==> src/verilog/nes_pkg.sv <==
package nes_pkg;

    //////////////////////////////
    // widths
    //////////////////////////////

    typedef logic [15:0] cpu_addr_t;
    typedef logic [7:0]  cpu_data_t;
    typedef logic [2:0]  ppu_rs_t;
    typedef logic [1:0]  axi_resp_t;

    // one cpu access, queued between bridge and map
    typedef struct packed {
        cpu_addr_t addr;
        cpu_data_t wdata;
        logic      write;
    } cpu_req_t;

    typedef struct packed {
        cpu_data_t rdata;
        axi_resp_t resp;
        logic      write;               // routes to B or R
    } cpu_resp_t;

    typedef struct packed {
        logic      valid;
        ppu_rs_t   rs;
        logic      write;
        cpu_data_t data;
    } ppu_access_t;

    //////////////////////////////
    // constants
    //////////////////////////////

    localparam int CPU_CE_DIVIDE  = 3;  // system clocks per cpu cycle
    localparam int REQ_FIFO_DEPTH = 4;

    localparam cpu_addr_t RAM_ADDR_MASK       = 16'h07ff;
    localparam cpu_addr_t ADDRESS_JOY1        = 16'h4016;
    localparam cpu_data_t CONTROLLER_OPEN_BUS = 8'h40;

    localparam axi_resp_t AXI_OKAY   = 2'b00;
    localparam axi_resp_t AXI_SLVERR = 2'b10;
    localparam axi_resp_t AXI_DECERR = 2'b11;

    localparam ppu_rs_t REG_PPUCTRL   = 3'd0;
    localparam ppu_rs_t REG_PPUMASK   = 3'd1;
    localparam ppu_rs_t REG_PPUSTATUS = 3'd2;
    localparam ppu_rs_t REG_PPUSCROLL = 3'd5;

endpackage

==> src/verilog/cpu_bus_bridge.sv <==
`timescale 1ns/10ps

module cpu_bus_bridge (
    input  logic                i_clk,
    input  logic                i_reset,

    // write address / data
    input  logic                i_awvalid,
    output logic                o_awready,
    input  nes_pkg::cpu_addr_t  i_awaddr,
    input  logic                i_wvalid,
    output logic                o_wready,
    input  logic [31:0]         i_wdata,

    // write response
    output logic                o_bvalid,
    input  logic                i_bready,
    output nes_pkg::axi_resp_t  o_bresp,

    // read address / data
    input  logic                i_arvalid,
    output logic                o_arready,
    input  nes_pkg::cpu_addr_t  i_araddr,
    output logic                o_rvalid,
    input  logic                i_rready,
    output logic [31:0]         o_rdata,
    output nes_pkg::axi_resp_t  o_rresp,

    // request fifo
    output logic                o_req_push,
    output nes_pkg::cpu_req_t   o_req,
    input  logic                i_req_full,

    // responses from the memory map
    input  logic                i_resp_valid,
    input  nes_pkg::cpu_resp_t  i_resp,
    output logic                o_resp_ready
);
    import nes_pkg::*;

    logic      w_write_fire;
    logic      w_read_fire;

    logic      r_bvalid;
    axi_resp_t r_bresp;
    logic      r_rvalid;
    cpu_data_t r_rdata;
    axi_resp_t r_rresp;

    // aw and w are taken together, a write beats a read in the same cycle
    assign w_write_fire = i_awvalid && i_wvalid && !i_req_full;
    assign w_read_fire  = i_arvalid && !(i_awvalid && i_wvalid) && !i_req_full;

    assign o_awready  = w_write_fire;
    assign o_wready   = w_write_fire;
    assign o_arready  = w_read_fire;
    assign o_req_push = w_write_fire || w_read_fire;

    always_comb begin
        o_req.write = w_write_fire;
        o_req.addr  = w_write_fire ? i_awaddr : i_araddr;
        o_req.wdata = w_write_fire ? i_wdata[7:0] : 8'h00;  // byte lane 0 only
    end

    //////////////////////////////
    // response hold registers
    //////////////////////////////

    always_ff @(posedge i_clk) begin
        if (i_reset) begin
            r_bvalid <= 1'b0;
            r_rvalid <= 1'b0;
        end else begin
            if (r_bvalid && i_bready)
                r_bvalid <= 1'b0;
            if (r_rvalid && i_rready)
                r_rvalid <= 1'b0;
            if (i_resp_valid && i_resp.write)
                r_bvalid <= 1'b1;
            if (i_resp_valid && !i_resp.write)
                r_rvalid <= 1'b1;
        end
    end

    always_ff @(posedge i_clk) begin
        if (i_resp_valid && i_resp.write)
            r_bresp <= i_resp.resp;
        if (i_resp_valid && !i_resp.write) begin
            r_rdata <= i_resp.rdata;
            r_rresp <= i_resp.resp;
        end
    end

    // map may only start an access while both holds are free
    assign o_resp_ready = !r_bvalid && !r_rvalid;

    assign o_bvalid = r_bvalid;
    assign o_bresp  = r_bresp;
    assign o_rvalid = r_rvalid;
    assign o_rdata  = {24'h000000, r_rdata};
    assign o_rresp  = r_rresp;

    // the map checked o_resp_ready two clocks back, nothing can fill a hold since
    a_resp_has_room: assert property (@(posedge i_clk) disable iff (i_reset)
        i_resp_valid |-> o_resp_ready);

endmodule

==> src/verilog/cpu_memory_map.sv <==
`timescale 1ns/10ps

module cpu_memory_map (
    input  logic                  i_clk,
    input  logic                  i_reset,

    // request fifo
    input  logic                  i_req_empty,
    input  nes_pkg::cpu_req_t     i_req,
    output logic                  o_req_pop,

    // response to the bridge
    output logic                  o_resp_valid,
    output nes_pkg::cpu_resp_t    o_resp,
    input  logic                  i_resp_ready,

    // RAM (read / write)
    output logic                  o_cs_ram,
    output logic                  o_rw_ram,         // high for read
    output nes_pkg::cpu_addr_t    o_address_ram,
    output nes_pkg::cpu_data_t    o_data_ram,
    input  nes_pkg::cpu_data_t    i_data_ram,

    // PRG (read only)
    output logic                  o_cs_prg,
    output nes_pkg::cpu_addr_t    o_address_prg,
    input  nes_pkg::cpu_data_t    i_data_prg,

    // PPU registers
    output nes_pkg::ppu_access_t  o_ppu,
    input  nes_pkg::cpu_data_t    i_ppu_data,

    // controller port 1
    output logic                  o_controller_latch,
    output logic                  o_controller_clk,
    input  logic                  i_controller_1
);
    import nes_pkg::*;

    typedef enum logic [1:0] {IDLE, ACCESS, RESPOND} state_t;

    state_t                               r_state;
    logic [$clog2(CPU_CE_DIVIDE)-1:0]     r_ce_count;
    cpu_req_t                             r_req;
    cpu_data_t                            r_rdata;     // ppu / pad / zero read data
    logic                                 r_latch;

    logic w_tick;
    logic w_access;
    logic w_hit_ram;
    logic w_hit_ppu;
    logic w_hit_joy;
    logic w_hit_prg;

    //////////////////////////////
    // cpu clock enable
    //////////////////////////////

    assign w_tick = (r_ce_count == CPU_CE_DIVIDE - 1);

    always_ff @(posedge i_clk) begin
        if (i_reset)
            r_ce_count <= '0;
        else
            r_ce_count <= w_tick ? '0 : r_ce_count + 1'b1;
    end

    //////////////////////////////
    // access sequencing
    //////////////////////////////

    assign o_req_pop = (r_state == IDLE) && w_tick && !i_req_empty && i_resp_ready;

    always_ff @(posedge i_clk) begin
        if (i_reset) begin
            r_state <= IDLE;
            r_latch <= 1'b0;
        end else begin
            case (r_state)
                IDLE:    if (o_req_pop) r_state <= ACCESS;
                ACCESS:  r_state <= RESPOND;
                default: r_state <= IDLE;
            endcase
            if (w_access && w_hit_joy && r_req.write)
                r_latch <= r_req.wdata[0];
        end
    end

    always_ff @(posedge i_clk) begin
        if (o_req_pop)
            r_req <= i_req;
        // ppu and pad values are only good during the access clock
        if (w_access)
            r_rdata <= w_hit_ppu ? i_ppu_data
                     : w_hit_joy ? (CONTROLLER_OPEN_BUS | {7'b0, i_controller_1})
                     : 8'h00;
    end

    // region decode of the held request
    assign w_access  = (r_state == ACCESS);
    assign w_hit_ram = (r_req.addr[15:13] == 3'b000);
    assign w_hit_ppu = (r_req.addr[15:13] == 3'b001);
    assign w_hit_joy = (r_req.addr == ADDRESS_JOY1);
    assign w_hit_prg = r_req.addr[15];

    assign o_cs_ram      = w_access && w_hit_ram;
    assign o_rw_ram      = !r_req.write;
    assign o_address_ram = r_req.addr & RAM_ADDR_MASK;       // 2 KB mirrored
    assign o_data_ram    = r_req.wdata;

    assign o_cs_prg      = w_access && w_hit_prg && !r_req.write;   // rom, no write strobe
    assign o_address_prg = r_req.addr;

    assign o_ppu.valid = w_access && w_hit_ppu;
    assign o_ppu.rs    = r_req.addr[2:0];
    assign o_ppu.write = r_req.write;
    assign o_ppu.data  = r_req.wdata;

    assign o_controller_latch = r_latch;
    assign o_controller_clk   = !(w_access && w_hit_joy && !r_req.write);

    //////////////////////////////
    // response
    //////////////////////////////

    assign o_resp_valid = (r_state == RESPOND);
    assign o_resp.write = r_req.write;

    always_comb begin
        o_resp.rdata = 8'h00;
        if (!r_req.write)
            o_resp.rdata = w_hit_ram ? i_data_ram
                         : w_hit_prg ? i_data_prg
                         : r_rdata;
        if (w_hit_ram || w_hit_ppu || w_hit_joy)
            o_resp.resp = AXI_OKAY;
        else if (w_hit_prg)
            o_resp.resp = r_req.write ? AXI_SLVERR : AXI_OKAY;
        else
            o_resp.resp = AXI_DECERR;
    end

    a_ram_in_mirror: assert property (@(posedge i_clk) disable iff (i_reset)
        o_cs_ram |-> (o_address_ram <= RAM_ADDR_MASK));

endmodule

==> src/verilog/cpu_request_fifo.sv <==
`timescale 1ns/10ps

module cpu_request_fifo #(
    parameter int DEPTH = nes_pkg::REQ_FIFO_DEPTH
) (
    input  logic               i_clk,
    input  logic               i_reset,

    input  logic               i_push,
    input  nes_pkg::cpu_req_t  i_req,
    output logic               o_full,

    input  logic               i_pop,
    output nes_pkg::cpu_req_t  o_head,
    output logic               o_empty
);
    import nes_pkg::*;

    localparam int PTR_W = (DEPTH > 1) ? $clog2(DEPTH) : 1;
    localparam int CNT_W = $clog2(DEPTH + 1);

    cpu_req_t           r_mem [DEPTH];
    logic [PTR_W-1:0]   r_wr_ptr;
    logic [PTR_W-1:0]   r_rd_ptr;
    logic [CNT_W-1:0]   r_count;

    always_ff @(posedge i_clk) begin
        if (i_reset) begin
            r_wr_ptr <= '0;
            r_rd_ptr <= '0;
            r_count  <= '0;
        end else begin
            if (i_push)
                r_wr_ptr <= (r_wr_ptr == PTR_W'(DEPTH - 1)) ? '0 : r_wr_ptr + 1'b1;
            if (i_pop)
                r_rd_ptr <= (r_rd_ptr == PTR_W'(DEPTH - 1)) ? '0 : r_rd_ptr + 1'b1;
            if (i_push && !i_pop)
                r_count <= r_count + 1'b1;
            else if (i_pop && !i_push)
                r_count <= r_count - 1'b1;
        end
    end

    always_ff @(posedge i_clk) begin
        if (i_push)
            r_mem[r_wr_ptr] <= i_req;
    end

    assign o_head  = r_mem[r_rd_ptr];
    assign o_full  = (r_count == CNT_W'(DEPTH));
    assign o_empty = (r_count == '0);

    // bridge and map must respect the flags
    a_no_push_full: assert property (@(posedge i_clk) disable iff (i_reset)
        i_push |-> !o_full);
    a_no_pop_empty: assert property (@(posedge i_clk) disable iff (i_reset)
        i_pop |-> !o_empty);

endmodule

==> src/verilog/nes_io.sv <==
`timescale 1ns/10ps

module nes_io (
    input  logic                i_clk,
    input  logic                i_reset,

    // AXI4-Lite slave
    input  logic                i_awvalid,
    output logic                o_awready,
    input  nes_pkg::cpu_addr_t  i_awaddr,
    input  logic                i_wvalid,
    output logic                o_wready,
    input  logic [31:0]         i_wdata,
    output logic                o_bvalid,
    input  logic                i_bready,
    output nes_pkg::axi_resp_t  o_bresp,
    input  logic                i_arvalid,
    output logic                o_arready,
    input  nes_pkg::cpu_addr_t  i_araddr,
    output logic                o_rvalid,
    input  logic                i_rready,
    output logic [31:0]         o_rdata,
    output nes_pkg::axi_resp_t  o_rresp,

    // RAM and PRG
    output logic                o_cs_ram,
    output logic                o_rw_ram,
    output nes_pkg::cpu_addr_t  o_address_ram,
    output nes_pkg::cpu_data_t  o_data_ram,
    input  nes_pkg::cpu_data_t  i_data_ram,
    output logic                o_cs_prg,
    output nes_pkg::cpu_addr_t  o_address_prg,
    input  nes_pkg::cpu_data_t  i_data_prg,

    // controller
    output logic                o_controller_latch,
    output logic                o_controller_clk,
    input  logic                i_controller_1,

    // ppu
    input  logic                i_vblank_start,
    output logic                o_nmi_n,
    output nes_pkg::cpu_data_t  o_ppu_debug_ppuctrl,
    output nes_pkg::cpu_data_t  o_ppu_debug_ppumask,
    output nes_pkg::cpu_data_t  o_ppu_debug_ppustatus,
    output nes_pkg::cpu_data_t  o_ppu_debug_ppuscroll_x,
    output nes_pkg::cpu_data_t  o_ppu_debug_ppuscroll_y,
    output logic                o_ppu_debug_w
);
    import nes_pkg::*;

    logic        w_req_push;
    cpu_req_t    w_req_in;
    logic        w_req_full;
    logic        w_req_pop;
    cpu_req_t    w_req_head;
    logic        w_req_empty;
    logic        w_resp_valid;
    cpu_resp_t   w_resp;
    logic        w_resp_ready;
    ppu_access_t w_ppu;
    cpu_data_t   w_ppu_data;

    cpu_bus_bridge bridge_i (
        .i_clk(i_clk), .i_reset(i_reset),
        .i_awvalid(i_awvalid), .o_awready(o_awready), .i_awaddr(i_awaddr),
        .i_wvalid(i_wvalid), .o_wready(o_wready), .i_wdata(i_wdata),
        .o_bvalid(o_bvalid), .i_bready(i_bready), .o_bresp(o_bresp),
        .i_arvalid(i_arvalid), .o_arready(o_arready), .i_araddr(i_araddr),
        .o_rvalid(o_rvalid), .i_rready(i_rready), .o_rdata(o_rdata), .o_rresp(o_rresp),
        .o_req_push(w_req_push), .o_req(w_req_in), .i_req_full(w_req_full),
        .i_resp_valid(w_resp_valid), .i_resp(w_resp), .o_resp_ready(w_resp_ready)
    );

    cpu_request_fifo #(.DEPTH(REQ_FIFO_DEPTH)) fifo_i (
        .i_clk(i_clk), .i_reset(i_reset),
        .i_push(w_req_push), .i_req(w_req_in), .o_full(w_req_full),
        .i_pop(w_req_pop), .o_head(w_req_head), .o_empty(w_req_empty)
    );

    cpu_memory_map map_i (
        .i_clk(i_clk), .i_reset(i_reset),
        .i_req_empty(w_req_empty), .i_req(w_req_head), .o_req_pop(w_req_pop),
        .o_resp_valid(w_resp_valid), .o_resp(w_resp), .i_resp_ready(w_resp_ready),
        .o_cs_ram(o_cs_ram), .o_rw_ram(o_rw_ram), .o_address_ram(o_address_ram),
        .o_data_ram(o_data_ram), .i_data_ram(i_data_ram),
        .o_cs_prg(o_cs_prg), .o_address_prg(o_address_prg), .i_data_prg(i_data_prg),
        .o_ppu(w_ppu), .i_ppu_data(w_ppu_data),
        .o_controller_latch(o_controller_latch), .o_controller_clk(o_controller_clk),
        .i_controller_1(i_controller_1)
    );

    ppu_register_file ppu_regs_i (
        .i_clk(i_clk), .i_reset(i_reset),
        .i_ppu(w_ppu), .o_data(w_ppu_data),
        .i_vblank_start(i_vblank_start), .o_nmi_n(o_nmi_n),
        .o_debug_ppuctrl(o_ppu_debug_ppuctrl),
        .o_debug_ppumask(o_ppu_debug_ppumask),
        .o_debug_ppustatus(o_ppu_debug_ppustatus),
        .o_debug_ppuscroll_x(o_ppu_debug_ppuscroll_x),
        .o_debug_ppuscroll_y(o_ppu_debug_ppuscroll_y),
        .o_debug_w(o_ppu_debug_w)
    );

endmodule

==> src/verilog/ppu_register_file.sv <==
`timescale 1ns/10ps

module ppu_register_file (
    input  logic                  i_clk,
    input  logic                  i_reset,

    input  nes_pkg::ppu_access_t  i_ppu,
    output nes_pkg::cpu_data_t    o_data,

    input  logic                  i_vblank_start,   // one clock pulse
    output logic                  o_nmi_n,

    output nes_pkg::cpu_data_t    o_debug_ppuctrl,
    output nes_pkg::cpu_data_t    o_debug_ppumask,
    output nes_pkg::cpu_data_t    o_debug_ppustatus,
    output nes_pkg::cpu_data_t    o_debug_ppuscroll_x,
    output nes_pkg::cpu_data_t    o_debug_ppuscroll_y,
    output logic                  o_debug_w
);
    import nes_pkg::*;

    cpu_data_t r_ppuctrl;
    cpu_data_t r_ppumask;
    cpu_data_t r_scroll_x;
    cpu_data_t r_scroll_y;
    cpu_data_t r_open_bus;     // last value driven onto the ppu data bus
    logic      r_vblank;
    logic      r_w;            // shared first / second write toggle

    logic w_write;
    logic w_status_read;

    assign w_write       = i_ppu.valid && i_ppu.write;
    assign w_status_read = i_ppu.valid && !i_ppu.write && (i_ppu.rs == REG_PPUSTATUS);

    always_ff @(posedge i_clk) begin
        if (i_reset) begin
            r_ppuctrl  <= 8'h00;
            r_ppumask  <= 8'h00;
            r_scroll_x <= 8'h00;
            r_scroll_y <= 8'h00;
            r_open_bus <= 8'h00;
            r_vblank   <= 1'b0;
            r_w        <= 1'b0;
        end else begin
            if (w_write) begin
                r_open_bus <= i_ppu.data;
                case (i_ppu.rs)
                    REG_PPUCTRL: r_ppuctrl <= i_ppu.data;
                    REG_PPUMASK: r_ppumask <= i_ppu.data;
                    REG_PPUSCROLL: begin
                        if (r_w)
                            r_scroll_y <= i_ppu.data;
                        else
                            r_scroll_x <= i_ppu.data;
                        r_w <= !r_w;
                    end
                    default: ;                  // read only or not modelled
                endcase
            end
            if (w_status_read) begin
                r_vblank <= 1'b0;
                r_w      <= 1'b0;
            end
            if (i_vblank_start)
                r_vblank <= 1'b1;               // new frame beats a racing status read
        end
    end

    // only status drives real bits, the rest reads back the bus latch
    assign o_data = (i_ppu.rs == REG_PPUSTATUS) ? {r_vblank, r_open_bus[6:0]} : r_open_bus;

    assign o_nmi_n = !(r_vblank && r_ppuctrl[7]);

    assign o_debug_ppuctrl     = r_ppuctrl;
    assign o_debug_ppumask     = r_ppumask;
    assign o_debug_ppustatus   = {r_vblank, 7'b0000000};
    assign o_debug_ppuscroll_x = r_scroll_x;
    assign o_debug_ppuscroll_y = r_scroll_y;
    assign o_debug_w           = r_w;

endmodule
==> config.mk <==
export PLATFORM = sky130hd
export DESIGN_NAME = nes_io
export DESIGN_NICKNAME = d
export VERILOG_FILES = /design/src/verilog/nes_pkg.sv /design/src/verilog/cpu_bus_bridge.sv /design/src/verilog/cpu_memory_map.sv /design/src/verilog/cpu_request_fifo.sv /design/src/verilog/nes_io.sv /design/src/verilog/ppu_register_file.sv
export SDC_FILE = /design/constraint.sdc
export NUM_CORES = 1
export LEC_CHECK = 0
export BUFFER_PORTS_ARGS = -buffer_cell sky130_fd_sc_hd__buf_4
export CAP_MARGIN = 20
export CORE_UTILIZATION = 49
export CTS_BUF_LIST = sky130_fd_sc_hd__clkbuf_8
export DETAILED_ROUTE_END_ITERATION = 10
export PLACE_DENSITY = 0.78
export RECOVER_POWER = 25
export SYNTH_ARGS = -nofsm -noshare
export SYNTH_HDL_FRONTEND = slang
export SYNTH_SLANG_ARGS = --single-unit
==> constraint.sdc <==
create_clock -name i_clk -period 2.64 [get_ports i_clk]
set_input_delay 0.528 -clock i_clk [delete_from_list [all_inputs] [get_ports i_clk]]
set_output_delay 0.528 -clock i_clk [all_outputs]
set_load 0.02 [all_outputs]
# Word level (Yosys, flattened, before mapping)

Memory sizes are Yosys's and may differ from the RTL's. A register that Yosys moved wholly into a read port is not among the register bits.
Cells that the tools add are included.
Widths: inputs -> output; s select.

Input port bits: 89
Flip-flop bits (word level): 76
Memories kept: 1
Output and inout port bits: 128
RAM bits: 100
Logic and storage cells: 116

Memories:

| name         | depth | width | rd ports | clocked after memory_dff | wr ports | line                   | RTL |
|---|---|---|---|---|---|---|---|
| fifo_i.r_mem | 4     | 25    | 1        | 1                        | 1        | cpu_request_fifo.sv:22 | `cpu_req_t r_mem [DEPTH];` |

Eq/ne operators: 12
Reduce and logical (&&, ||, !) cells: 54
Muxes and demuxes: 24
Bitwise logic cells: 1
$add $sub $neg: 5

Operators by type and width:

| operator             | count |
|---|---|
| $mux 8               | 5 |
| $logic_and 1x1->1    | 25 |
| $eq 16x15->1 const B | 1 |
| $mux 16              | 1 |
| $mux 2               | 6 |
| $logic_not 1->1      | 11 |
| $logic_not 3->1      | 3 |
| $eq 2x2->1 const B   | 4 |
| $mux 1               | 8 |
| $reduce_bool 2->1    | 4 |
| $mux 7               | 1 |
| $add 2x1->2 const B  | 3 |
| $eq 3x1->1 const B   | 2 |
| $eq 3x3->1 const B   | 2 |
| $mux 3               | 2 |
| $reduce_and 2->1     | 3 |
| $reduce_and 3->1     | 2 |
| $pmux 2 s2           | 1 |
| $reduce_or 2->1      | 2 |
| $add 3x1->3 const B  | 1 |
| $eq 3x2->1 const B   | 1 |
| $logic_or 1x1->1     | 3 |
| $sub 3x1->3 const B  | 1 |
| $eq 2x1->1 const B   | 1 |
| 3 further kinds      | 3 |

# Logic depth before layout (Yosys ltp)

Depth in word-level cells: 9
Depth in mapped cells: 11
Mapped depth without buffers: 10

# Hierarchy

From an unflattened synthesis, not the netlist that was laid out.

Cells, all modules: 571
Area, all modules: 8673.3 sq um

Modules (own cells, without submodules):

| module            | cells an instance | area an instance (sq um) | times used | sequential area each (sq um) |
|---|---|---|---|---|
| cpu_request_fifo  | 175               | 4091.4                   | 1          | 3183.1 |
| ppu_register_file | 181               | 1813.0                   | 1          | 840.8 |
| cpu_memory_map    | 135               | 1801.7                   | 1          | 1091.0 |
| cpu_bus_bridge    | 80                | 967.2                    | 1          | 400.4 |

# Least setup slack after synthesis

OpenSTA, ideal clock, no wires.

Path kind: in2reg
From: input port i_awvalid
To: memory fifo_i.r_mem[0][0] in the netlist's numbering, enable pin
Data required time: 2.230 ns
Cell stages on the path: 4
Path buffers: 1
Path slack: -0.004 ns
Data arrival time: 2.234 ns
Setup time: 0.410 ns
Cells stage by stage: and2_1 clkbuf_1 o21ai_1 nor2b_1

Cells in the longest elaborated chain, start to end: 7
Elaborated cells between the ends (all ways): 8
Classes of those cells: mux: 2; reduce/logical: 6

Ends and longest elaborated chain:

| what                           | line                                       | RTL |
|---|---|---|
| start: declaration             | nes_io.sv:8                                | `input logic i_awvalid,` |
| $logic_and 1x1->1 *            | cpu_bus_bridge.sv:51, cpu_bus_bridge.sv:52 |  |
| $logic_not 1->1                | cpu_bus_bridge.sv:52                       | `assign w_read_fire = i_arvalid && !(i_awvalid && i_wvalid) && !i_req_full;` |
| $logic_and 1x1->1 (2 in a row) | cpu_bus_bridge.sv:52                       |  |
| $logic_or 1x1->1 *             | cpu_bus_bridge.sv:57                       | `assign o_req_push = w_write_fire \|\| w_read_fire;` |
| $mux 1 *                       | cpu_request_fifo.sv:45                     | `if (i_push)` |
| $mux 1 (implied by the code) * | cpu_request_fifo.sv:46                     | `r_mem[r_wr_ptr] <= i_req;` |
| end: declaration               | cpu_request_fifo.sv:22                     |  |

Every way passes the cells marked *; elsewhere a longest branch is shown, timed or not.

# Worst setup path in the final report

From: register fifo_i.r_count[0]
To: output port o_wready

Cells in the longest elaborated chain, start to end: 3

Ends and longest elaborated chain:

| what                     | line                   | RTL |
|---|---|---|
| start: declaration       | cpu_request_fifo.sv:25 | `logic [CNT_W-1:0] r_count;` |
| start signal: assignment | cpu_request_fifo.sv:38 | `r_count <= r_count + 1'b1;` |
| start signal: assignment | cpu_request_fifo.sv:40 | `r_count <= r_count - 1'b1;` |
| $eq 3x3->1               | cpu_request_fifo.sv:50 | `assign o_full = (r_count == CNT_W'(DEPTH));` |
| $logic_not 1->1          | cpu_bus_bridge.sv:51   | `assign w_write_fire = i_awvalid && i_wvalid && !i_req_full;` |
| $logic_and 1x1->1        | cpu_bus_bridge.sv:51   |  |
| end: declaration         | nes_io.sv:12           | `output logic o_wready,` |

Every way passes these cells.

==> flow_metrics.tcl <==
set metrics [dict create \
    antenna_found_initial 0 \
    cp-end-kind "output port" \
    critPathTopFamily "simple AND/OR/NAND/NOR gates" \
    hpwl_um 11500 \
    clockRootBuffer "clkbuf_8" \
    path_max_fanout 14 \
    drt_iter0_drc 343 \
    final_antenna_net_count 0 \
    total_power_mw 7.81 \
    min_path_type "input port to register" \
    min_period_ps 2560 \
    die_h_um 131 \
    nets 818 \
    ys_types 43 \
    syn_inst 548 \
    groute.usage.overall_pct 19.6 \
    grt_pass1_wl_um 26200 \
    slew_violations 0 \
    drc 0 \
    startpoint "fifo_i.r_count[0]" \
    skew_ps 24.9 \
    placeableCoreArea_mm2 0.0161 \
    synth-main-ff-cell "edfxtp_1" \
    placed_cells 901 \
    cp.arrival_ps 2030 \
    ys_seq_area_share_pct 66.9 \
    dr.pass1.iters 4 \
    fin_ws_ps 84.2 \
    timing.rr.start "fifo_i.r_count[0]" \
    area_delta_synth_final_pct 22.3 \
    fmax_mhz 391 \
    period_share_pct 96.8 \
    rsz0062_at_grt "false" \
    synth_edf_count 145 \
    whs_ps 226 \
    die_w_um 131 \
    use_met3_pct 4.63 \
    fin_area_mm2 0.0100 \
    required_ps 2110 \
    cp_slowest_cell "or3b_4" \
    worstSetupStartpointType "register" \
    post_cts_buffers 0 \
    cpPeakStageDelay_ps 440 \
    dr_total_vias 4926 \
    fp-row-count 46 \
    final_layout_size_suffix_gt1_share_pct 31.7 \
    avgSynthCellArea_um2 14.9 \
    start_util_pct 50.8 \
    status "completed" \
    max_slew.worst_pin.slew_ps 887 \
    max-vdd-ir-drop_v 0.000479 \
    grt_busiest_layer "met2" \
    io_pins 217 \
    clk-insertion-delay-late_ps 520 \
    synth-seq-cells 201 \
    p_per_area_mw_per_mm2 781 \
    p_leak_nw 3.90 \
    wl_um 16500 \
    gp_congestion 0.834 \
    cts_sinks 201 \
    hold_viol 0 \
    cap_violations 0 \
    viasPerCell 5.12 \
    clk_path_buf_depth 3 \
    port_buffers 156 \
    dpl_cell_area_mm2 0.00947 \
    grt_max_degree 57 \
    min_from "i_vblank_start" \
    met2_usage_pct 32.7 \
    syn_area_mm2 0.00818 \
    cts_tree "yes" \
    cts-htree-levels 2 \
    crit_type "register to output port" \
    fin_cells 963 \
    ctsHoldBuffers 0 \
    global_route.overflow_total 0 \
    pre_cts_slack_ps 161 \
    ys.warnings.count 0 \
    diodes 0 \
    grtUsageMet1_pct 24.4 \
    cp_cell_sequence "or3b_4 > buf_4 > and2_1 > buf_4 > buf_4" \
    async_flop_share_pct 0 \
    die_area_mm2 0.0172 \
    first_global_vias 5021 \
    cts.clk_slew.worst_paths_ps 60 \
    max_slew_margin_pct 40.6 \
    cts_buffers 34 \
    wl_per_cell_um 17.1 \
    setup_viol 0 \
    cpMostUsedCell "buf_4" \
    crit_buf_inv 3 \
]
[worst register-to-register path, delay by kind of cell, from the launching register on]
kind                   cells  cell delay [ps]
AND/OR/NAND/NOR            2              890
buffers and inverters      2              600
flip-flops                 1              410
AO/OA/AOI/OAI              1              190
[state kept, by name, indices dropped and copies added (netlist names), 3 cells and up]
register and flops:
ppu_regs_i.o_debug_ppuscroll_y 8, bridge_i.r_rdata 8, fifo_i.r_count 3, ppu_regs_i.o_debug_ppumask 8, ppu_regs_i.r_open_bus 8, map_i.r_rdata 8
ppu_regs_i.o_debug_ppuctrl 8, ppu_regs_i.o_debug_ppuscroll_x 8, map_i.o_data_ram 8, fifo_i.r_mem 100, map_i.o_address_prg 16
[per-stage QoR]
step | utilization [%] | setup TNS, ps
after floorplan | - | -397
final | 62.0 | 0
after global routing | 62.0 | 0
after detailed placement | 58.7 | 0
after global placement | 58.7 | 0
after CTS | 62.9 | 0
[path summary, 6_finish.rpt]
kind	end	cells after the start	slack, ps
max	o_wready	5	80
min	ppu_regs_i.r_vblank	3	230
max reg2reg	fifo_i.r_mem[1][6]	5	260
min reg2reg	map_i.r_ce_count[0]	1	450
[cell usage after synthesis, drive strengths merged (2+ instances only)]
master	number	area share, %
a211oi	8	0.73
nor3	3	0.18
nand2	24	1.1
or3b	2	0.24
inv	10	0.46
xor2	2	0.21
nor3b	5	0.46
mux2	16	2.2
edfxtp	145	53
nor4	3	0.41
ha	7	1.1
nor2b	4	0.31
a21oi	17	1.0
mux2i	44	5.4
nand2b	5	0.38
o21ai	2	0.12
mux4	25	6.9
clkbuf	17	0.78
dfxtp	56	14
and3	8	0.61
nand3	4	0.24
nor4bb	3	0.37
buf	58	5.0
nor2	56	2.6
and2	8	0.61
or3	4	0.31
[where the power goes]
group / switching, mW / internal [mW] / leakage [nW]
clock network: 1.20 / 1.39 / 0.375
registers: 0.175 / 3.83 / 1.79
logic: 0.679 / 0.549 / 1.73
total: 2.05 / 5.76 / 3.90
[routing by layer]
| metal | share of wire (%) | up-vias |
|---|---|---|
| li1 | - | 2283 |
| met1 | 42 | 2387 |
| met2 | 49 | 223 |
| met3 | 6.9 | 33 |
| met4 | 2.1 | 0 |
| met5 | 0 | - |
[area by class of cell]
class,instances,area [µm²]
clock buffer,40,551
clock inverter,22,98.8
fill,1280,6120
inverter,10,37.5
multi-input combinational,297,2370
sequential,201,5480
tap,216,270
timing repair buffer,177,1200
[logic make-up (layout without fill, tap and decap cells)]
kind of cell,Yosys count,in the layout,share of synthesized area [%]
AND/OR/NAND/NOR,135,135,8.46
other,1,36,0.0458
adder cells (fa/ha/maj),8,8,1.32
XOR/XNOR,2,2,0.214
flip-flops,201,201,66.9
buffers and inverters,85,249,6.24
AO/OA/AOI/OAI,31,31,2.31
multiplexers,85,85,14.5
[timing repair]
action,4_1_cts,5_1_grt
setup endpoints to repair,3,3
pin swaps,0,0
cloned,0,0
gates resized for setup,4,3
[cell usage in the layout, fill, tap and decap left out, drive strengths merged, types with 16 or more instances in the layout]
cell type,n
nand2,24
clkbuf,78
inv,24
conb,36
nor2,56
dfxtp,56
edfxtp,145
buf,139
mux2i,44
a21oi,17
mux2,16
mux4,25
(Power assumes the default switching activity.)
